**src/rtl/axi_wr_mon_pkg.sv**
```systemverilog
`default_nettype none

package axi_wr_mon_pkg;

    // bus geometry of the monitored port
    localparam int ADDR_WIDTH = 32;
    localparam int DATA_WIDTH = 64;
    localparam int STRB_WIDTH = DATA_WIDTH / 8;       // one strobe per byte lane
    localparam int LANE_BITS  = $clog2(STRB_WIDTH);   // byte lane index, 3 for 64b

    // AW field widths
    localparam int ID_WIDTH    = 2;   // 4 write ids
    localparam int LEN_WIDTH   = 8;   // beats - 1
    localparam int SIZE_WIDTH  = 3;   // log2 bytes per beat
    localparam int BURST_WIDTH = 2;

    // address queue between AW and W
    localparam int QUEUE_DEPTH_BITS = 3;   // 8 entries
    localparam int QUEUE_DEPTH      = 2 ** QUEUE_DEPTH_BITS;

    // a burst may not leave its 4 KB page
    localparam int PAGE_BITS = 12;

    // AxBURST encodings, 2'b11 is reserved
    localparam logic [BURST_WIDTH-1:0] BURST_FIXED = 2'd0;
    localparam logic [BURST_WIDTH-1:0] BURST_INCR  = 2'd1;
    localparam logic [BURST_WIDTH-1:0] BURST_WRAP  = 2'd2;

    // write address seen as one word or as page number over page offset
    typedef union packed {
        logic [ADDR_WIDTH-1:0] flat;
        struct packed {
            logic [ADDR_WIDTH-PAGE_BITS-1:0] page;    // 4 KB page number
            logic [PAGE_BITS-1:0]            offset;  // byte offset inside the page
        } pg;
    } axi_addr_u;

endpackage

`default_nettype wire

```
**src/rtl/aw_queue.sv**
```systemverilog
`timescale 1ns/10ps
`default_nettype none

module aw_queue import axi_wr_mon_pkg::*; (
    input  wire logic                   clk_i,
    input  wire logic                   rst_ni,
    input  wire logic                   aw_hsk_i,
    input  wire logic                   w_hsk_i,
    input  wire logic                   w_last_i,
    input  wire logic [ADDR_WIDTH-1:0]  aw_addr_i,
    input  wire logic [LEN_WIDTH-1:0]   aw_len_i,
    input  wire logic [SIZE_WIDTH-1:0]  aw_size_i,
    input  wire logic [BURST_WIDTH-1:0] aw_burst_i,
    input  wire logic [ID_WIDTH-1:0]    aw_id_i,
    output logic      [ADDR_WIDTH-1:0]  cur_addr_o,
    output logic      [LEN_WIDTH-1:0]   cur_len_o,
    output logic      [SIZE_WIDTH-1:0]  cur_size_o,
    output logic      [BURST_WIDTH-1:0] cur_burst_o,
    output logic      [ID_WIDTH-1:0]    cur_id_o,
    output logic                        burst_valid_o,
    output logic                        err_overflow_o
);

    // storage, one array per AW field
    logic [ADDR_WIDTH-1:0]  addr_mem  [QUEUE_DEPTH];
    logic [LEN_WIDTH-1:0]   len_mem   [QUEUE_DEPTH];
    logic [SIZE_WIDTH-1:0]  size_mem  [QUEUE_DEPTH];
    logic [BURST_WIDTH-1:0] burst_mem [QUEUE_DEPTH];
    logic [ID_WIDTH-1:0]    id_mem    [QUEUE_DEPTH];

    logic [QUEUE_DEPTH_BITS:0] wr_ptr_q, rd_ptr_q;  // extra msb tells full from empty
    logic                      empty, full;
    logic                      bypass, push, pop;

    // held copy of a bypassed AW, served until its WLAST
    logic                   byp_q;
    logic [ADDR_WIDTH-1:0]  byp_addr_q;
    logic [LEN_WIDTH-1:0]   byp_len_q;
    logic [SIZE_WIDTH-1:0]  byp_size_q;
    logic [BURST_WIDTH-1:0] byp_burst_q;
    logic [ID_WIDTH-1:0]    byp_id_q;

    assign empty = (wr_ptr_q == rd_ptr_q);
    assign full  = (wr_ptr_q[QUEUE_DEPTH_BITS] != rd_ptr_q[QUEUE_DEPTH_BITS]) &&
                   (wr_ptr_q[QUEUE_DEPTH_BITS-1:0] == rd_ptr_q[QUEUE_DEPTH_BITS-1:0]);

    // AW and first W beat together with nothing pending, skip the queue
    assign bypass = empty && !byp_q && aw_hsk_i && w_hsk_i;
    assign push   = aw_hsk_i && !bypass && !full;          // dropped when full
    assign pop    = w_hsk_i && w_last_i && !empty && !byp_q;

    always_ff @(posedge clk_i or negedge rst_ni) begin
        if (!rst_ni) begin
            wr_ptr_q <= '0;
            rd_ptr_q <= '0;
        end else begin
            if (push) wr_ptr_q <= wr_ptr_q + 1'b1;
            if (pop)  rd_ptr_q <= rd_ptr_q + 1'b1;
        end
    end

    always_ff @(posedge clk_i) begin
        if (push) begin
            addr_mem[wr_ptr_q[QUEUE_DEPTH_BITS-1:0]]  <= aw_addr_i;
            len_mem[wr_ptr_q[QUEUE_DEPTH_BITS-1:0]]   <= aw_len_i;
            size_mem[wr_ptr_q[QUEUE_DEPTH_BITS-1:0]]  <= aw_size_i;
            burst_mem[wr_ptr_q[QUEUE_DEPTH_BITS-1:0]] <= aw_burst_i;
            id_mem[wr_ptr_q[QUEUE_DEPTH_BITS-1:0]]    <= aw_id_i;
        end
    end

    // bypass burst stays current until its last beat
    always_ff @(posedge clk_i or negedge rst_ni) begin
        if (!rst_ni) begin
            byp_q <= 1'b0;
        end else if (bypass && !w_last_i) begin
            byp_q <= 1'b1;                          // multi beat, keep serving the copy
        end else if (byp_q && w_hsk_i && w_last_i) begin
            byp_q <= 1'b0;
        end
    end

    always_ff @(posedge clk_i) begin
        if (bypass) begin
            byp_addr_q  <= aw_addr_i;
            byp_len_q   <= aw_len_i;
            byp_size_q  <= aw_size_i;
            byp_burst_q <= aw_burst_i;
            byp_id_q    <= aw_id_i;
        end
    end

    // read mux: live AW, held bypass copy, else queue head
    always_comb begin
        if (bypass) begin
            cur_addr_o  = aw_addr_i;
            cur_len_o   = aw_len_i;
            cur_size_o  = aw_size_i;
            cur_burst_o = aw_burst_i;
            cur_id_o    = aw_id_i;
        end else if (byp_q) begin
            cur_addr_o  = byp_addr_q;
            cur_len_o   = byp_len_q;
            cur_size_o  = byp_size_q;
            cur_burst_o = byp_burst_q;
            cur_id_o    = byp_id_q;
        end else begin
            cur_addr_o  = addr_mem[rd_ptr_q[QUEUE_DEPTH_BITS-1:0]];
            cur_len_o   = len_mem[rd_ptr_q[QUEUE_DEPTH_BITS-1:0]];
            cur_size_o  = size_mem[rd_ptr_q[QUEUE_DEPTH_BITS-1:0]];
            cur_burst_o = burst_mem[rd_ptr_q[QUEUE_DEPTH_BITS-1:0]];
            cur_id_o    = id_mem[rd_ptr_q[QUEUE_DEPTH_BITS-1:0]];
        end
    end

    assign burst_valid_o = bypass || byp_q || !empty;

    always_ff @(posedge clk_i or negedge rst_ni) begin
        if (!rst_ni) begin
            err_overflow_o <= 1'b0;
        end else if (aw_hsk_i && full) begin
            err_overflow_o <= 1'b1;                 // sticky until reset
        end
    end

endmodule

`default_nettype wire

```
**src/rtl/aw_rule_checker.sv**
```systemverilog
`timescale 1ns/10ps
`default_nettype none

module aw_rule_checker import axi_wr_mon_pkg::*; (
    input  wire logic                   clk_i,
    input  wire logic                   rst_ni,
    input  wire logic                   aw_hsk_i,
    input  wire logic [ADDR_WIDTH-1:0]  aw_addr_i,
    input  wire logic [LEN_WIDTH-1:0]   aw_len_i,
    input  wire logic [SIZE_WIDTH-1:0]  aw_size_i,
    input  wire logic [BURST_WIDTH-1:0] aw_burst_i,
    output logic                        err_aw_rule_o,
    output logic                        err_boundary_o
);

    axi_addr_u addr_u;

    logic                        is_wrap;
    logic                        reserved_burst, size_too_big;
    logic                        wrap_len_bad, wrap_unaligned;
    logic                        rule_bad;
    logic [ADDR_WIDTH-1:0]       align_mask;     // low address bits below the beat size
    logic [PAGE_BITS+LEN_WIDTH:0] burst_bytes;   // beats * 2^size, up to 256 * 128
    logic [PAGE_BITS+LEN_WIDTH:0] end_offset;    // first byte past the burst, page relative
    logic                        crosses_page;

    assign addr_u.flat = aw_addr_i;

    assign is_wrap        = (aw_burst_i == BURST_WRAP);
    assign reserved_burst = (aw_burst_i == 2'd3);
    assign size_too_big   = (aw_size_i > SIZE_WIDTH'(LANE_BITS));  // wider than the bus

    // wrap bursts only come in 2, 4, 8 or 16 beats
    assign wrap_len_bad = is_wrap && !((aw_len_i == 8'd1) || (aw_len_i == 8'd3) ||
                                       (aw_len_i == 8'd7) || (aw_len_i == 8'd15));

    assign align_mask     = (ADDR_WIDTH'(1) << aw_size_i) - ADDR_WIDTH'(1);
    assign wrap_unaligned = is_wrap && ((addr_u.flat & align_mask) != '0);

    assign rule_bad = reserved_burst || size_too_big || wrap_len_bad || wrap_unaligned;

    // page check uses the offset view of the address
    assign burst_bytes  = ({{PAGE_BITS{1'b0}}, aw_len_i} + 1'b1) << aw_size_i;
    assign end_offset   = {{LEN_WIDTH{1'b0}}, 1'b0, addr_u.pg.offset} + burst_bytes;
    assign crosses_page = (aw_burst_i == BURST_INCR) &&
                          (end_offset > ((PAGE_BITS+LEN_WIDTH+1)'(1) << PAGE_BITS));

    always_ff @(posedge clk_i or negedge rst_ni) begin
        if (!rst_ni) begin
            err_aw_rule_o  <= 1'b0;
            err_boundary_o <= 1'b0;
        end else if (aw_hsk_i) begin
            if (rule_bad)     err_aw_rule_o  <= 1'b1;   // sticky
            if (crosses_page) err_boundary_o <= 1'b1;   // sticky
        end
    end

endmodule

`default_nettype wire

```
**src/rtl/w_beat_tracker.sv**
```systemverilog
`timescale 1ns/10ps
`default_nettype none

module w_beat_tracker import axi_wr_mon_pkg::*; (
    input  wire logic                   clk_i,
    input  wire logic                   rst_ni,
    input  wire logic                   w_hsk_i,
    input  wire logic                   w_last_i,
    input  wire logic [STRB_WIDTH-1:0]  w_strb_i,
    input  wire logic                   burst_valid_i,
    input  wire logic [ADDR_WIDTH-1:0]  cur_addr_i,
    input  wire logic [LEN_WIDTH-1:0]   cur_len_i,
    input  wire logic [SIZE_WIDTH-1:0]  cur_size_i,
    input  wire logic [BURST_WIDTH-1:0] cur_burst_i,
    output logic                        beat_first_o,
    output logic                        err_wlast_o,
    output logic                        err_strb_o,
    output logic                        err_worder_o
);

    logic [LEN_WIDTH:0]  beat_q;         // beats taken so far in the current burst
    logic [LANE_BITS-1:0] lane_q;        // start lane of the next beat
    logic                beat_hsk;       // W beat that belongs to a known burst
    logic                last_expected;

    logic [LANE_BITS-1:0]  lane;         // start lane of this beat
    logic [LANE_BITS-1:0]  size_mask;
    logic [LANE_BITS-1:0]  lane_base;    // size aligned container start
    logic [STRB_WIDTH-1:0] lane_fill;    // 2^size ones at lane 0
    logic [STRB_WIDTH-1:0] cont_strb;    // the whole container at this beat
    logic [STRB_WIDTH-1:0] exp_strb;
    logic                  strb_checked;

    assign beat_hsk      = w_hsk_i && burst_valid_i;
    assign beat_first_o  = (beat_q == '0);
    assign last_expected = (beat_q == {1'b0, cur_len_i});   // WLAST exactly on beat len

    // beat counter, restarts on every WLAST so it stays in step with the queue pop
    always_ff @(posedge clk_i or negedge rst_ni) begin
        if (!rst_ni) begin
            beat_q <= '0;
        end else if (beat_hsk) begin
            if (w_last_i) beat_q <= '0;
            else          beat_q <= beat_q + 1'b1;
        end
    end

    // first beat starts at the low address bits, later beats at the pointer
    assign lane      = beat_first_o ? cur_addr_i[LANE_BITS-1:0] : lane_q;
    assign size_mask = LANE_BITS'((32'd1 << cur_size_i) - 32'd1);
    assign lane_base = lane & ~size_mask;

    assign lane_fill = {STRB_WIDTH{1'b1}} >> (STRB_WIDTH - (32'd1 << cur_size_i));
    assign cont_strb = lane_fill << lane_base;

    // unaligned first beat only covers lane..container end
    assign exp_strb = beat_first_o ? (cont_strb & ({STRB_WIDTH{1'b1}} << lane)) : cont_strb;

    // lanes wider than the bus and wrap bursts are not strobe checked
    assign strb_checked = (cur_size_i <= SIZE_WIDTH'(LANE_BITS)) &&
                          ((cur_burst_i == BURST_INCR) || (cur_burst_i == BURST_FIXED));

    always_ff @(posedge clk_i or negedge rst_ni) begin
        if (!rst_ni) begin
            lane_q <= '0;
        end else if (beat_hsk) begin
            if (cur_burst_i == BURST_INCR) begin
                lane_q <= lane_base + LANE_BITS'(32'd1 << cur_size_i);  // wraps on the bus
            end else begin
                lane_q <= lane;                     // fixed keeps its lane
            end
        end
    end

    // sticky error flags
    always_ff @(posedge clk_i or negedge rst_ni) begin
        if (!rst_ni) begin
            err_wlast_o  <= 1'b0;
            err_strb_o   <= 1'b0;
            err_worder_o <= 1'b0;
        end else begin
            if (beat_hsk && (w_last_i != last_expected)) begin
                err_wlast_o <= 1'b1;                // early or missing WLAST
            end
            if (beat_hsk && strb_checked && (w_strb_i != exp_strb)) begin
                err_strb_o <= 1'b1;
            end
            if (w_hsk_i && !burst_valid_i) begin
                err_worder_o <= 1'b1;               // data ahead of its address
            end
        end
    end

endmodule

`default_nettype wire

```
**src/rtl/wr_id_tracker.sv**
```systemverilog
`timescale 1ns/10ps
`default_nettype none

module wr_id_tracker import axi_wr_mon_pkg::*; (
    input  wire logic                clk_i,
    input  wire logic                rst_ni,
    input  wire logic                aw_hsk_i,
    input  wire logic [ID_WIDTH-1:0] aw_id_i,
    input  wire logic                w_done_i,
    input  wire logic [ID_WIDTH-1:0] cur_id_i,
    input  wire logic                b_hsk_i,
    input  wire logic [ID_WIDTH-1:0] b_id_i,
    output logic                     err_id_o
);

    // per id state
    logic [2**ID_WIDTH-1:0] outstanding_q;   // address accepted, no B yet
    logic [2**ID_WIDTH-1:0] data_done_q;     // last W beat seen, B may come

    for (genvar i = 0; i < 2**ID_WIDTH; i++) begin : g_id
        always_ff @(posedge clk_i or negedge rst_ni) begin
            if (!rst_ni) begin
                outstanding_q[i] <= 1'b0;
            end else if (aw_hsk_i && (aw_id_i == ID_WIDTH'(i))) begin
                outstanding_q[i] <= 1'b1;
            end else if (b_hsk_i && (b_id_i == ID_WIDTH'(i))) begin
                outstanding_q[i] <= 1'b0;           // released by its response
            end
        end

        always_ff @(posedge clk_i or negedge rst_ni) begin
            if (!rst_ni) begin
                data_done_q[i] <= 1'b0;
            end else if (b_hsk_i && (b_id_i == ID_WIDTH'(i))) begin
                data_done_q[i] <= 1'b0;
            end else if (w_done_i && (cur_id_i == ID_WIDTH'(i))) begin
                data_done_q[i] <= 1'b1;
            end
        end
    end

    always_ff @(posedge clk_i or negedge rst_ni) begin
        if (!rst_ni) begin
            err_id_o <= 1'b0;
        end else begin
            // awid reuse while the earlier write is still open
            if (aw_hsk_i && outstanding_q[aw_id_i]) err_id_o <= 1'b1;
            // response without a completed write for that id
            if (b_hsk_i && !data_done_q[b_id_i])    err_id_o <= 1'b1;
        end
    end

endmodule

`default_nettype wire

```
**src/rtl/axi_wr_mon.sv**
```systemverilog
`timescale 1ns/10ps
`default_nettype none

module axi_wr_mon import axi_wr_mon_pkg::*; (
    input  wire logic                   clk_i,
    input  wire logic                   rst_ni,
    // AW channel
    input  wire logic                   aw_valid_i,
    input  wire logic                   aw_ready_i,
    input  wire logic [ADDR_WIDTH-1:0]  aw_addr_i,
    input  wire logic [LEN_WIDTH-1:0]   aw_len_i,
    input  wire logic [SIZE_WIDTH-1:0]  aw_size_i,
    input  wire logic [BURST_WIDTH-1:0] aw_burst_i,
    input  wire logic [ID_WIDTH-1:0]    aw_id_i,
    // W channel, data itself is not checked
    input  wire logic                   w_valid_i,
    input  wire logic                   w_ready_i,
    input  wire logic [STRB_WIDTH-1:0]  w_strb_i,
    input  wire logic                   w_last_i,
    // B channel
    input  wire logic                   b_valid_i,
    input  wire logic                   b_ready_i,
    input  wire logic [ID_WIDTH-1:0]    b_id_i,
    // sticky error flags
    output logic                        err_overflow_o,
    output logic                        err_aw_rule_o,
    output logic                        err_boundary_o,
    output logic                        err_wlast_o,
    output logic                        err_strb_o,
    output logic                        err_worder_o,
    output logic                        err_id_o
);

    logic aw_hsk, w_hsk, b_hsk, w_done;

    // burst that W is currently serving
    logic [ADDR_WIDTH-1:0]  cur_addr;
    logic [LEN_WIDTH-1:0]   cur_len;
    logic [SIZE_WIDTH-1:0]  cur_size;
    logic [BURST_WIDTH-1:0] cur_burst;
    logic [ID_WIDTH-1:0]    cur_id;
    logic                   burst_valid;

    assign aw_hsk = aw_valid_i && aw_ready_i;
    assign w_hsk  = w_valid_i && w_ready_i;
    assign b_hsk  = b_valid_i && b_ready_i;
    assign w_done = w_hsk && w_last_i;      // write data complete for cur_id

    aw_queue i_aw_queue (
        .clk_i, .rst_ni,
        .aw_hsk_i       (aw_hsk),
        .w_hsk_i        (w_hsk),
        .w_last_i,
        .aw_addr_i, .aw_len_i, .aw_size_i, .aw_burst_i, .aw_id_i,
        .cur_addr_o     (cur_addr),
        .cur_len_o      (cur_len),
        .cur_size_o     (cur_size),
        .cur_burst_o    (cur_burst),
        .cur_id_o       (cur_id),
        .burst_valid_o  (burst_valid),
        .err_overflow_o
    );

    aw_rule_checker i_aw_rule_checker (
        .clk_i, .rst_ni,
        .aw_hsk_i       (aw_hsk),
        .aw_addr_i, .aw_len_i, .aw_size_i, .aw_burst_i,
        .err_aw_rule_o, .err_boundary_o
    );

    w_beat_tracker i_w_beat_tracker (
        .clk_i, .rst_ni,
        .w_hsk_i        (w_hsk),
        .w_last_i, .w_strb_i,
        .burst_valid_i  (burst_valid),
        .cur_addr_i     (cur_addr),
        .cur_len_i      (cur_len),
        .cur_size_i     (cur_size),
        .cur_burst_i    (cur_burst),
        .beat_first_o   (),                 // first beat marker, only used inside
        .err_wlast_o, .err_strb_o, .err_worder_o
    );

    wr_id_tracker i_wr_id_tracker (
        .clk_i, .rst_ni,
        .aw_hsk_i       (aw_hsk),
        .aw_id_i,
        .w_done_i       (w_done),
        .cur_id_i       (cur_id),
        .b_hsk_i        (b_hsk),
        .b_id_i,
        .err_id_o
    );

endmodule

`default_nettype wire

```
**config.mk**
```make
export PLATFORM = sky130hd
export DESIGN_NAME = axi_wr_mon
export DESIGN_NICKNAME = d
export VERILOG_FILES = /design/src/rtl/axi_wr_mon_pkg.sv /design/src/rtl/aw_queue.sv /design/src/rtl/aw_rule_checker.sv /design/src/rtl/w_beat_tracker.sv /design/src/rtl/wr_id_tracker.sv /design/src/rtl/axi_wr_mon.sv
export SDC_FILE = /design/constraint.sdc
export NUM_CORES = 1
export LEC_CHECK = 0
export BUFFER_PORTS_ARGS = -buffer_cell sky130_fd_sc_hd__buf_2
export CAP_MARGIN = 10
export CORE_UTILIZATION = 48
export DETAILED_ROUTE_END_ITERATION = 16
export GPL_TIMING_DRIVEN = 0
export PLACE_DENSITY = 0.71
export SLEW_MARGIN = 30
export SYNTH_ARGS = -nofsm -noshare
export SYNTH_HDL_FRONTEND = slang
export SYNTH_SLANG_ARGS = --single-unit
```
**constraint.sdc**
```tcl
create_clock -name clk_i -period 4.4 [get_ports clk_i]
set_clock_uncertainty 0.05 [all_clocks]
set_input_delay 0.88 -clock clk_i [delete_from_list [all_inputs] [get_ports clk_i]]
set_output_delay 0.88 -clock clk_i [all_outputs]
set_load 0.01 [all_outputs]
```
# After elaboration in Yosys (flattened, before gate mapping)
# Memory sizes are Yosys's and may differ from the RTL's.
# Index checks and enable logic that the tools add are counted.
# totals
ff_bits	54
elab_cells	191
output_inout_bits	7
mem_bits_rw	376
n_memories	5
# mem_list
memory	words	word_bits	read_ports	rd_clocked_by_memory_dff	write_ports	line_no	rtl
i_aw_queue.addr_mem	8	32	1	0	1	aw_queue.sv:25	logic [ADDR_WIDTH-1:0] addr_mem [QUEUE_DEPTH];
i_aw_queue.len_mem	8	8	1	0	1	aw_queue.sv:26	logic [LEN_WIDTH-1:0] len_mem [QUEUE_DEPTH];
i_aw_queue.size_mem	8	3	1	0	1	aw_queue.sv:27	logic [SIZE_WIDTH-1:0] size_mem [QUEUE_DEPTH];
i_aw_queue.burst_mem	8	2	1	0	1	aw_queue.sv:28	logic [BURST_WIDTH-1:0] burst_mem [QUEUE_DEPTH];
i_aw_queue.id_mem	8	2	1	0	1	aw_queue.sv:29	logic [ID_WIDTH-1:0] id_mem [QUEUE_DEPTH];
# classes
n_addsub	9
magnitude_cmp	5
n_reduce_logical	74
bitwise	4
mux	40
n_shift	6
n_eq_ne	23
# op_table
op	count
1-bit by 3-bit << shifter with 32-bit output (first input constant)	2
1-bit logical AND	39
32-bit bitwise AND	1
32-bit nonzero test	1
8-bit by 32-bit right shift with 8-bit output (first input constant)	1
32-bit by 2-bit subtractor with 32-bit output (second input constant)	1
4-bit by 32-bit subtractor with 32-bit output (first input constant)	1
1-bit 2-to-1 mux	24
8-bit 2-to-1 mux	3
12-bit by 21-bit adder with 21-bit output	1
21-bit by 13-bit > comparator with 1-bit output (second input constant)	1
21-bit by 3-bit << shifter with 21-bit output	1
2-bit nonzero test	10
3-bit 2-to-1 mux	6
2-bit == test (second input constant)	8
2-bit by 1-bit == test with 1-bit output (second input constant)	5
8-bit by 1-bit adder with 9-bit output (second input constant)	1
9-bit by 1-bit adder with 9-bit output (second input constant)	1
9-bit by 8-bit == test with 1-bit output	1
9-bit zero test	1
1-bit logical OR	9
9-bit 2-to-1 mux	1
4-bit by 1-bit adder with 4-bit output (second input constant)	2
8-bit bitwise AND	1
other kinds (22)	39

# Longest topological paths before layout
# Gate-level depths: netlist of run 1.
# depth
depth_word	14
mapped_depth	22

# By module
# From an unflattened synthesis of run 1, not the netlist that was laid out.
# hier_totals
cells_unflattened	1292
hier_area_um2	21012.7
# modules_own_cells
module	seq_area_each_um2	cells_per_inst	area_each_um2	n_inst
aw_queue	12952.4	765	17043.8	1
w_beat_tracker	375.4	230	1780.5	1
aw_rule_checker	50.0	252	1731.7	1
wr_id_tracker	225.2	41	431.7	1
axi_wr_mon	0.0	4	25.0	1

# Worst setup path before layout of run 1
# Ideal clock, no wire load.
# synth_path
path_type	input to register
startpoint	in aw_size_i[0]
endpoint	reg i_aw_rule_checker.err_boundary_o
t_arrival_ns	4.667
stages	18
t_required_ns	4.210
path_slack_ns	-0.456
n_path_buf	4
cell_sequence	clkbuf_1 -> clkbuf_1 -> clkbuf_1 -> buf_1 -> mux2i_1 -> nand2_1 -> inv_1 -> ha_1 -> a21o_1 -> a21oi_1 -> o21ai_0 -> a2111o_1 -> a211oi_1 -> a41oi_1 -> a2111oi_0 -> a2bb2oi_1 -> o211ai_1 -> a41oi_1
# synth_via
elab_chain_cells	5
# synth_rtl
element	line_no	rtl
start, declared	axi_wr_mon.sv:12	input wire logic [SIZE_WIDTH-1:0] aw_size_i,
21-bit by 3-bit << shifter with 21-bit output	aw_rule_checker.sv:43	assign burst_bytes = ({{PAGE_BITS{1'b0}}, aw_len_i} + 1'b1) << aw_size_i;
12-bit by 21-bit adder with 21-bit output	aw_rule_checker.sv:44	assign end_offset = {{LEN_WIDTH{1'b0}}, 1'b0, addr_u.pg.offset} + burst_bytes;
21-bit by 13-bit > comparator with 1-bit output	aw_rule_checker.sv:46	(end_offset > ((PAGE_BITS+LEN_WIDTH+1)'(1) << PAGE_BITS));
1-bit logical AND	aw_rule_checker.sv:45	assign crosses_page = (aw_burst_i == BURST_INCR) &&
2-bit AND reduction (no line)	n/a	
end signal, assigned	aw_rule_checker.sv:51	err_boundary_o <= 1'b0;
end signal, assigned	aw_rule_checker.sv:54	if (crosses_page) err_boundary_o <= 1'b1;
end, declared	aw_rule_checker.sv:13	output logic err_boundary_o
# Every way passes these cells.
# A chain may end at the register's enable or synchronous reset.

# Final worst setup path of run 1
# Ends and elaborated chain as after synthesis.

==> results_dict.tcl, run 1 <==
set metrics [dict create \
    synthTopCellsByArea "sky130_fd_sc_hd__edfxtp_1 47%, sky130_fd_sc_hd__dfrtp_1 8.7%, sky130_fd_sc_hd__mux4_2 6.9%" \
    tightestPinTransition_ps 826.8 \
    synth_enable_flop_cells 162 \
    worst_hold_slack_ps 362.5 \
    synth_most_common_cell "sky130_fd_sc_hd__edfxtp_1" \
    power.share.switching_pct 38.61 \
    antenna_cells_inserted 0 \
    grt.total_usage_pct 23.75 \
    pin_count 73 \
    synthesis.area_per_instance_sq_um 12.35 \
    starting_density_pct 49.16 \
    achievable-frequency_ghz 0.2296 \
    timing.critical_path.required_ps 4660 \
    core_region_area_sq_um 21150 \
    total_power_w 0.008127 \
    min_period_over_period_pct 98.97 \
    yosysSeqAreaShare_pct 55.44 \
    static-leakage-power_nw 4.551 \
    grt_pass1_wl_microns 39870 \
    layout-drive-gt1-share_pct 27.48 \
    grt_setup_unrepaired "yes" \
    route.detailed.wl_per_inst_microns 20.34 \
    synth_top_flop_cell "sky130_fd_sc_hd__edfxtp_1" \
    grt_pass1_vias 7320 \
    timing.reg2reg.worst_path_depth 21 \
    tritoncts "built" \
    core.rowCount 53 \
    syn_inst 842 \
    fin_nets 1056 \
    h-tree-depth 4 \
    internal-power_w 0.004989 \
    cp_slowest_cell "sky130_fd_sc_hd__or4_4" \
    largest_area_contributor_in_the_synthesized_netlist "sky130_fd_sc_hd__edfxtp_1" \
    cts_sinks 198 \
    post_syn_nets 932 \
    routed_via_density 6.047 \
    drt-pass1-iter-count 5 \
    post_synth_instance_area_sq_um 10400 \
    clock_latency_on_the_worst_skew_pair_ps 440 \
    gp_routability_congestion 0.9205 \
    critical-path-top-delay-family "compound AO/OA/AOI/OAI gates" \
    antenna_found_initial 0 \
    drt_wl_total_microns 25510 \
    yosysTopAreaCellShare_pct 46.78 \
    ir_drop_mv 0.3389 \
    finalHoldViolations 0 \
    ys_seq_elements 198 \
    portBuffers 65 \
    crit_path_start_kind "primary input" \
    post-dp-hpwl_microns 17580 \
    crit_path_end_kind "flip-flop" \
    worstPathMaxFanout 19 \
    max_cap_violations 0 \
    finalWorstPathRequiredPeriod_ps 4355 \
    status "finished, final reports clean" \
    route.detailed.drc 0 \
    report.final.slew_viol_count 0 \
    synth_top_cells_by_count "162 x sky130_fd_sc_hd__edfxtp_1, 64 x sky130_fd_sc_hd__nor2_1, 56 x sky130_fd_sc_hd__a21oi_1, 51 x sky130_fd_sc_hd__nand2_1, 46 x sky130_fd_sc_hd__o21ai_0" \
    critPathLaunch "aw_size_i[0]" \
    crit-reg2reg-capture "i_w_beat_tracker.err_strb_o" \
    setup_viol 0 \
    grt_start_max_net_pins 37 \
    share_comb_of_total_power_pct 51.3 \
    die_area_sq_um 22260 \
    synth-async-reset-ratio_pct 18.18 \
    critical_path.cell_chain "buf_2 > clkbuf_8 > clkbuf_8 > buf_6 > or3_4 > nor2_1 > ha_1 > inv_1 > fa_1 > nor2b_1 > o21ai_0 > a21boi_1 > o21ai_0 > or4_4 > a2111oi_4 > a2bb2oi_1 > o211ai_1 > a41oi_1" \
    hold_buffers 0 \
    antenna_violating_nets_post_route 0 \
    cts.reportedPaths.clkPinSlew_ps 70 \
    powerDensity_nw_per_um2 649.5 \
    critical_path_buf_inv_count 5 \
    cts_buffer_depth 2 \
    detail_route.iter0.violations 660 \
    net-switching-power_w 0.003138 \
    crit-reg2reg-launch "i_aw_queue.rd_ptr_q[0]" \
    yosysWarnings 0 \
    cts_buffers 17 \
    multi_input_area_sq_um 4712 \
    cts.root.buffer_cell "sky130_fd_sc_hd__clkbuf_16" \
    die_w_microns 149.2 \
    seq_power_share_pct 29.2 \
    nFillCells 1636 \
    seq_area_sq_um 5768 \
    worstHoldPathType "in2async" \
    globalRouteOverflowTotal 0 \
    crit_type "in2reg" \
    area.growth.synth_to_final_pct 20.31 \
    synth_cell_types 75 \
    cpPeakStageDelay_ps 510 \
    dieHeight_microns 149.2 \
    cp_data_arrival_time_ps 4610 \
    timing.reg2reg.setup_slack_ps 70 \
    num_vias 7583 \
    slew_headroom_pct 43.45 \
    clkPwrFrac_pct 19.5 \
]
==> power by group through the flow <==
| stage | registers, W | clock network, W | logic, W |
|---|---|---|---|
| after floorplan | 0.00236 | 0 | 0.00255 |
| after CTS | 0.00236 | 0.00160 | 0.00371 |
| final | 0.00238 | 0.00158 | 0.00417 |
| after global placement | 0.00239 | 0 | 0.00328 |
| after global routing | 0.00240 | 0.00167 | 0.00452 |
| after detailed placement | 0.00239 | 0 | 0.00336 |
==> how the worst max path moves through the flow <==
stage	end	slack [ps]	cells after the start
floorplan	i_w_beat_tracker.err_strb_o	1	17
global placement	i_aw_queue.len_mem[1][0]	-1030	7
detailed placement	i_aw_rule_checker.err_boundary_o	-970	19
CTS	i_w_beat_tracker.err_strb_o	3	17
global route	i_aw_rule_checker.err_boundary_o	-200	18
finish	i_aw_rule_checker.err_boundary_o	50	18
==> stage by stage <==
stage / util (%) / setup TNS, ps / instances / cell area [sq um] / setup slack, ps
after detailed placement: 53.38 / -1875 / 1197 / 11290 / -968.6
after global routing: 59.15 / -264.5 / 1254 / 12510 / -202.2
after global placement: 52.56 / -102570 / 1182 / 11120 / -1025
after floorplan: - / 0 / 842 / 10450 / 1.124
final: 59.15 / 0 / 1254 / 12510 / 45.45
after CTS: 57.54 / 0 / 1235 / 12170 / 2.910
==> worst register-to-register path, delay by kind of cell, from the launching register on <==
kind            cells  cell delay, ps
compound gates      5             770
xor+xnor            2             360
simple gates        6            1540
flops               1             450
buf+inv             7             800
fa+ha+maj           1             210
==> placed cells by master, fill, tap and decap left out, types with 23 or more instances in the layout <==
master,netlist,layout
sky130_fd_sc_hd__a21oi_1,56,53
sky130_fd_sc_hd__buf_2,11,67
sky130_fd_sc_hd__buf_4,1,46
sky130_fd_sc_hd__dfrtp_1,36,34
sky130_fd_sc_hd__edfxtp_1,162,162
sky130_fd_sc_hd__inv_1,26,23
sky130_fd_sc_hd__mux2i_1,32,30
sky130_fd_sc_hd__mux4_2,32,32
sky130_fd_sc_hd__nand2_1,51,50
sky130_fd_sc_hd__nor2_1,64,61
sky130_fd_sc_hd__o21ai_0,46,42
==> kinds of logic (layout without fill, tap and decap cells) <==
family / after synthesis / count (layout) / synth area share (%)
AOI/OAI and AO/OA: 203 / 203 / 12.81
xor gates and xnor gates: 42 / 42 / 3.609
adders and majority gates: 24 / 24 / 2.960
buffers and inverters: 67 / 204 / 2.803
DFF: 198 / 198 / 55.44
muxes: 71 / 71 / 10.88
and+or+nand+nor: 237 / 237 / 11.50
==> cell type report <==
cell class / instances / area share (%)
flip-flops and latches: 198 / 46.10
multi-input cells: 577 / 37.66
repair buffers: 109 / 5.740
clock buffers: 19 / 3.460
well taps: 275 / 2.750
plain buffers: 36 / 2.140
clock inverters: 13 / 1.280
inverters: 27 / 0.8700
==> repair_timing <==
item | CTS | global route
setup buffers | 9 | 19
gates cloned | 1 | 0
setup endpoints to repair | 2 | 2
resized for setup | 47 | 51
pin swaps | 8 | 6
==> metal layers <==
layer	global-route usage, %	up-vias	routed length (microns)
met5	0	-	0
met4	7.347	0	472
met3	3.731	43	1642
met2	39.42	332	12470
met1	32.08	3687	10920
li1	-	3521	-
==> flip-flops by register name, indices dropped and copies added, names as in the netlist, 4 cells and up <==
name and count:
i_aw_queue.len_mem 64, i_aw_queue.addr_mem 24, i_aw_queue.size_mem 24, i_aw_queue.burst_mem 16, i_aw_queue.id_mem 16, i_w_beat_tracker.beat_q 9
i_aw_queue.byp_len_q 8, i_aw_queue.rd_ptr_q 4, i_aw_queue.wr_ptr_q 4, i_wr_id_tracker.data_done_q 4, i_wr_id_tracker.outstanding_q 4
Note: power is estimated with default switching activity, not from simulation.
==> run 2: changes to the inputs <==
--- a/config.mk
+++ b/config.mk
@@ -7,10 +7,12 @@
 export LEC_CHECK = 0
 export BUFFER_PORTS_ARGS = -buffer_cell sky130_fd_sc_hd__buf_2
 export CAP_MARGIN = 10
-export CORE_UTILIZATION = 48
+export CELL_PAD_IN_SITES_DETAIL_PLACEMENT = 1
+export CELL_PAD_IN_SITES_GLOBAL_PLACEMENT = 2
+export CORE_UTILIZATION = 38
 export DETAILED_ROUTE_END_ITERATION = 16
 export GPL_TIMING_DRIVEN = 0
-export PLACE_DENSITY = 0.71
+export PLACE_DENSITY = 0.79
 export SLEW_MARGIN = 30
 export SYNTH_ARGS = -nofsm -noshare
 export SYNTH_HDL_FRONTEND = slang
==> results_dict.tcl, run 2 (synthesis gave the netlist of run 1 again) <==
set metrics [dict create \
    status "complete, but fails checks" \
    violations "negative setup slack" \
    postPlaceCellArea_sq_um 11400 \
    grt_pass1_wl_microns 46740 \
    crit_type "reg2reg" \
    nFillCells 2798 \
    routed_via_density 5.807 \
    antenna_found_initial 0 \
    worstHoldPathType "in2async" \
    cts_sinks 198 \
    finalHoldViolations 0 \
    cts.reportedPaths.clkPinSlew_ps 80 \
    static-leakage-power_nw 4.604 \
    cp_slowest_cell "sky130_fd_sc_hd__mux4_2" \
    report.final.slew_viol_count 0 \
    setup_ws_ps -12.85 \
    starting_density_pct 38.70 \
    internal-power_w 0.004987 \
    finalWorstPathRequiredPeriod_ps 4413 \
    design_area_sq_um 12820 \
    core.rowCount 60 \
    cp_data_arrival_time_ps 4660 \
    dieHeight_microns 167.4 \
    fin_nets 1064 \
    final_cell_mix "162 x sky130_fd_sc_hd__edfxtp_1, 66 x sky130_fd_sc_hd__buf_2, 59 x sky130_fd_sc_hd__nor2_1" \
    power.share.switching_pct 40.56 \
    min_period_over_period_pct 100.3 \
    timing.critical_path.required_ps 4640 \
    route.detailed.drc 0 \
    antenna_cells_inserted 0 \
    drt_wl_total_microns 30130 \
    gp_routability_congestion 0.8211 \
    detail_route.iter0.violations 564 \
    crit-reg2reg-capture "i_w_beat_tracker.err_strb_o" \
    grt.total_usage_pct 21.97 \
    achievable-frequency_ghz 0.2266 \
    tightestPinTransition_ps 932.0 \
    pin_count 73 \
    globalRouteOverflowTotal 0 \
    timing.reg2reg.worst_path_depth 18 \
    timing.critical_path.depth 18 \
    ir_drop_mv 0.2945 \
    grt_start_max_net_pins 37 \
    seq_power_share_pct 28.3 \
    share_comb_of_total_power_pct 53.6 \
    cpPeakStageDelay_ps 540 \
    worstPathMaxFanout 6 \
    final_common_cell "sky130_fd_sc_hd__edfxtp_1" \
    post-dp-hpwl_microns 20660 \
    layout-drive-gt1-share_pct 30.29 \
    critical_path.cell_chain "buf_12 > mux4_2 > mux2i_4 > o21a_1 > nor2_4 > a21oi_4 > nor2b_4 > or2_4 > ha_4 > nand2b_4 > or4_4 > buf_4 > o21ai_2 > o311ai_2 > a221oi_2 > xor2_1 > a2111oi_4 > a41oi_2" \
    cts_buffers 17 \
    critical_path_buf_inv_count 2 \
    crit_path_end_kind "flip-flop" \
    h-tree-depth 4 \
    tritoncts "built" \
    crit_path_start_kind "flip-flop" \
    core_region_area_sq_um 26880 \
    max_cap_violations 0 \
    grt_setup_unrepaired "yes" \
    final_util_pct 47.69 \
    largest_register_ffs 64 \
    portBuffers 65 \
    setup_viol 1 \
    route.detailed.wl_per_inst_microns 22.69 \
    die_area_sq_um 28030 \
    critical-path-top-delay-family "compound AO/OA/AOI/OAI gates" \
    antenna_violating_nets_post_route 0 \
    cts_buffer_depth 2 \
    clock_latency_on_the_worst_skew_pair_ps 440 \
    powerDensity_nw_per_um2 654.7 \
    net-switching-power_w 0.003403 \
    slew_headroom_pct 37.86 \
    cts.root.buffer_cell "sky130_fd_sc_hd__clkbuf_16" \
    grt_pass1_vias 8117 \
    drt-pass1-iter-count 4 \
    num_vias 7712 \
    crit-reg2reg-launch "i_aw_queue.rd_ptr_q[0]" \
    timing.reg2reg.setup_slack_ps -10 \
    die_w_microns 167.4 \
    clkPwrFrac_pct 18.2 \
    area.growth.synth_to_final_pct 23.23 \
]
[run 2: worst reg2reg max path: cells and delay by family (launching register included)]
family	cells	cell delay, ps
xor+xnor	1	150
flops	1	440
compound gates	7	1470
simple gates	5	930
mux	2	740
fa+ha+maj	1	210
buf+inv	2	300
[run 2: power by group through the flow]
| stage | sequential (W) | clock, W | combinational (W) |
|---|---|---|---|
| after floorplan | 0.00236 | 0 | 0.00255 |
| after global placement | 0.00239 | 0 | 0.00341 |
| after detailed placement | 0.00239 | 0 | 0.00351 |
| after CTS | 0.00237 | 0.00155 | 0.00414 |
| after global routing | 0.00239 | 0.00162 | 0.00486 |
| final | 0.00237 | 0.00152 | 0.00450 |
[run 2: repair_timing]
item                       CTS  global route
pin swaps                   18            23
setup endpoints to repair    2             2
hold buffers                 0             0
gates resized for setup     92            40
buffers inserted            25            10
cloned                       1             0
[run 2: layout make-up]
class	count	area [sq um]	share of cell area (%)
Inverter	27	103.9	0.8103
Clock buffer	19	432.9	3.378
Timing Repair Buffer	116	793.3	6.190
Clock inverter	13	136.4	1.064
Multi-Input combinational cell	577	4841	37.77
Sequential cell	198	5768	45.01
Buffer	37	314.1	2.450
Tap cell	341	426.7	3.329
[run 2: metrics by stage]
step | hold slack [ps] | cells | setup WS (ps) | power [W] | TNS [ps]
floorplan | 392.2 | 842 | 1.124 | 0.004911 | 0
global placement | 388.4 | 1248 | -1159 | 0.005802 | -97850
detailed placement | 393.4 | 1263 | -1194 | 0.005902 | -2216
CTS | 414.9 | 1318 | -66.50 | 0.008053 | -66.50
global route | 388.0 | 1328 | -206.8 | 0.008865 | -214.3
finish | 373.5 | 1328 | -12.85 | 0.008390 | -12.85
[run 2: metal layers]
metal / track usage [%] / vias to the layer above / share of wire, %
li1: - / 3537 / -
met3: 3.805 / 38 / 3.6
met4: 6.302 / 0 / 1.9
met5: 0 / - / 0
met1: 28.26 / 3933 / 44
met2: 37.99 / 204 / 50
[run 2: worst max path at each step]
stage	start	endpoint	slack, ps
2_1_floorplan	aw_valid_i	i_w_beat_tracker.err_strb_o	1
3_3_place_gp	aw_size_i[0]	i_aw_rule_checker.err_boundary_o	-1160
3_5_place_dp	aw_size_i[0]	i_aw_rule_checker.err_boundary_o	-1190
4_1_cts	i_aw_queue.rd_ptr_q[0]	i_w_beat_tracker.err_strb_o	-70
5_1_grt	i_aw_queue.rd_ptr_q[0]	i_w_beat_tracker.err_strb_o	-210
6_report	i_aw_queue.rd_ptr_q[0]	i_w_beat_tracker.err_strb_o	-10
==> run 3: changes to the inputs <==
--- a/config.mk
+++ b/config.mk
@@ -13,6 +13,7 @@
 export DETAILED_ROUTE_END_ITERATION = 16
 export GPL_TIMING_DRIVEN = 0
 export PLACE_DENSITY = 0.79
+export SKIP_CTS_REPAIR_TIMING = 1
 export SLEW_MARGIN = 30
 export SYNTH_ARGS = -nofsm -noshare
 export SYNTH_HDL_FRONTEND = slang
==> results_dict.tcl, run 3 (synthesis gave the netlist of run 1 again) <==
set metrics [dict create \
    status "complete, but fails checks" \
    violations "negative setup slack" \
    grt_pass1_vias 7803 \
    ir_drop_mv 0.2948 \
    core_region_area_sq_um 26880 \
    detail_route.iter0.violations 522 \
    antenna_cells_inserted 0 \
    setup_viol 1 \
    routed_via_density 5.799 \
    timing.critical_path.required_ps 4640 \
    grt.total_usage_pct 20.81 \
    static-leakage-power_nw 4.547 \
    drt_wl_total_microns 29290 \
    final_cell_mix "162 x sky130_fd_sc_hd__edfxtp_1, 66 x sky130_fd_sc_hd__buf_2, 60 x sky130_fd_sc_hd__nor2_1" \
    report.final.slew_viol_count 0 \
    core.rowCount 60 \
    layout-drive-gt1-share_pct 28.98 \
    critPathLaunch "i_aw_queue.rd_ptr_q[0]" \
    pin_count 73 \
    critical_path.cell_chain "buf_12 > mux4_2 > mux2i_4 > o21a_1 > nor2_1 > a21oi_2 > nor2b_1 > or2_4 > ha_4 > nand2b_4 > or4_4 > o21a_4 > a211o_1 > a2111oi_4 > o2111ai_2 > a2111oi_4 > a41oi_1" \
    gp_routability_congestion 0.8211 \
    critical_path_buf_inv_count 1 \
    worstPathMaxFanout 7 \
    die_area_sq_um 28030 \
    net-switching-power_w 0.003258 \
    total_power_w 0.008094 \
    design_area_sq_um 12730 \
    cpPeakStageDelay_ps 520 \
    cts.reportedPaths.clkPinSlew_ps 80 \
    placement_stage_worst_setup_slack_ps -1194 \
    total_neg_setup_slack_ps -88.41 \
    cts_buffers 17 \
    h-tree-depth 4 \
    crit-reg2reg-launch "i_aw_queue.rd_ptr_q[0]" \
    cp_data_arrival_time_ps 4730 \
    fin_nets 1050 \
    route.detailed.drc 0 \
    globalRouteOverflowTotal 0 \
    crit_path_start_kind "flip-flop" \
    drt-pass1-iter-count 8 \
    cp_slowest_cell "sky130_fd_sc_hd__mux4_2" \
    antenna_violating_nets_post_route 0 \
    worstHoldPathType "in2async" \
    timing.reg2reg.setup_slack_ps -90 \
    grt_start_max_net_pins 37 \
    postPlaceCellArea_sq_um 11400 \
    share_comb_of_total_power_pct 51.9 \
    power.share.switching_pct 40.26 \
    area.growth.synth_to_final_pct 22.37 \
    setup_ws_ps -88.41 \
    final_util_pct 47.35 \
    slew_headroom_pct 38.47 \
    clock_latency_on_the_worst_skew_pair_ps 440 \
    crit_type "reg2reg" \
    portBuffers 65 \
    grt_setup_unrepaired "yes" \
    dieHeight_microns 167.4 \
    clkPwrFrac_pct 18.8 \
    finalHoldViolations 0 \
    critical-path-top-delay-family "compound AO/OA/AOI/OAI gates" \
    internal-power_w 0.004835 \
    seq_power_share_pct 29.3 \
    final_common_cell "sky130_fd_sc_hd__edfxtp_1" \
    route.detailed.wl_per_inst_microns 22.29 \
    grt_pass1_wl_microns 44510 \
    starting_density_pct 38.70 \
    num_vias 7620 \
    crit_path_end_kind "flip-flop" \
    cts.root.buffer_cell "sky130_fd_sc_hd__clkbuf_16" \
    cts_buffer_depth 2 \
    largest_register_ffs 64 \
    antenna_found_initial 0 \
    worst_path_most_repeated_cell "sky130_fd_sc_hd__a2111oi_4" \
    tritoncts "built" \
    min_period_over_period_pct 102.0 \
    finalWorstPathRequiredPeriod_ps 4488 \
    post-dp-hpwl_microns 20660 \
    die_w_microns 167.4 \
    powerDensity_nw_per_um2 636.0 \
    max_cap_violations 0 \
    achievable-frequency_ghz 0.2228 \
    cts_sinks 198 \
    tightestPinTransition_ps 923.0 \
]
-- run 3: path summary, 6_finish.rpt --
check                                                  end  cells after the start
max                            i_w_beat_tracker.err_strb_o                     17
min reg2reg                   i_w_beat_tracker.err_wlast_o                      1
min                                 i_aw_queue.rd_ptr_q[1]                      1
min in group clk_i            i_w_beat_tracker.err_wlast_o                      1
max reg2reg                    i_w_beat_tracker.err_strb_o                     17
max in group asynchronous  i_aw_rule_checker.err_aw_rule_o                      1
-- run 3: power groups by stage --
stage          Sequential [W]  Combinational, W  Clock [W]
3_3_place_gp          0.00239           0.00341          0
6_report              0.00237           0.00420    0.00152
4_1_cts               0.00235           0.00353    0.00155
3_5_place_dp          0.00239           0.00351          0
5_1_grt               0.00239           0.00457    0.00161
2_1_floorplan         0.00236           0.00255          0
-- run 3: area by class of cell --
type / instances / area [sq um]
fill: 2808 / 14150
sequential: 198 / 5768
multi-input combinational: 577 / 4823
timing repair buffer: 103 / 744.5
clock buffer: 19 / 432.9
tap: 341 / 426.7
buffer: 36 / 290.3
clock inverter: 13 / 136.4
inverter: 27 / 103.9
-- run 3: per-stage QoR --
stage                     hold WS, ps  cells
after floorplan                 392.2    842
after global placement          388.4   1248
after detailed placement        393.4   1263
after CTS                       414.9   1295
after global routing            395.3   1314
final                           377.7   1314
-- run 3: worst register-to-register path, delay by kind of cell (launching register included) --
| family | cells | cell delay [ps] |
|---|---|---|
| mux | 2 | 710 |
| simple gates | 5 | 1040 |
| flops | 1 | 430 |
| fa+ha+maj | 1 | 210 |
| compound gates | 8 | 1780 |
| buf+inv | 1 | 150 |
-- run 3: per-layer routing --
metal	GRT usage, %	up-vias	routed length, microns
li1	-	3503	-
met3	3.640	27	1060
met4	4.308	0	406
met2	35.74	163	14870
met1	27.58	3927	12960
met5	0	-	0
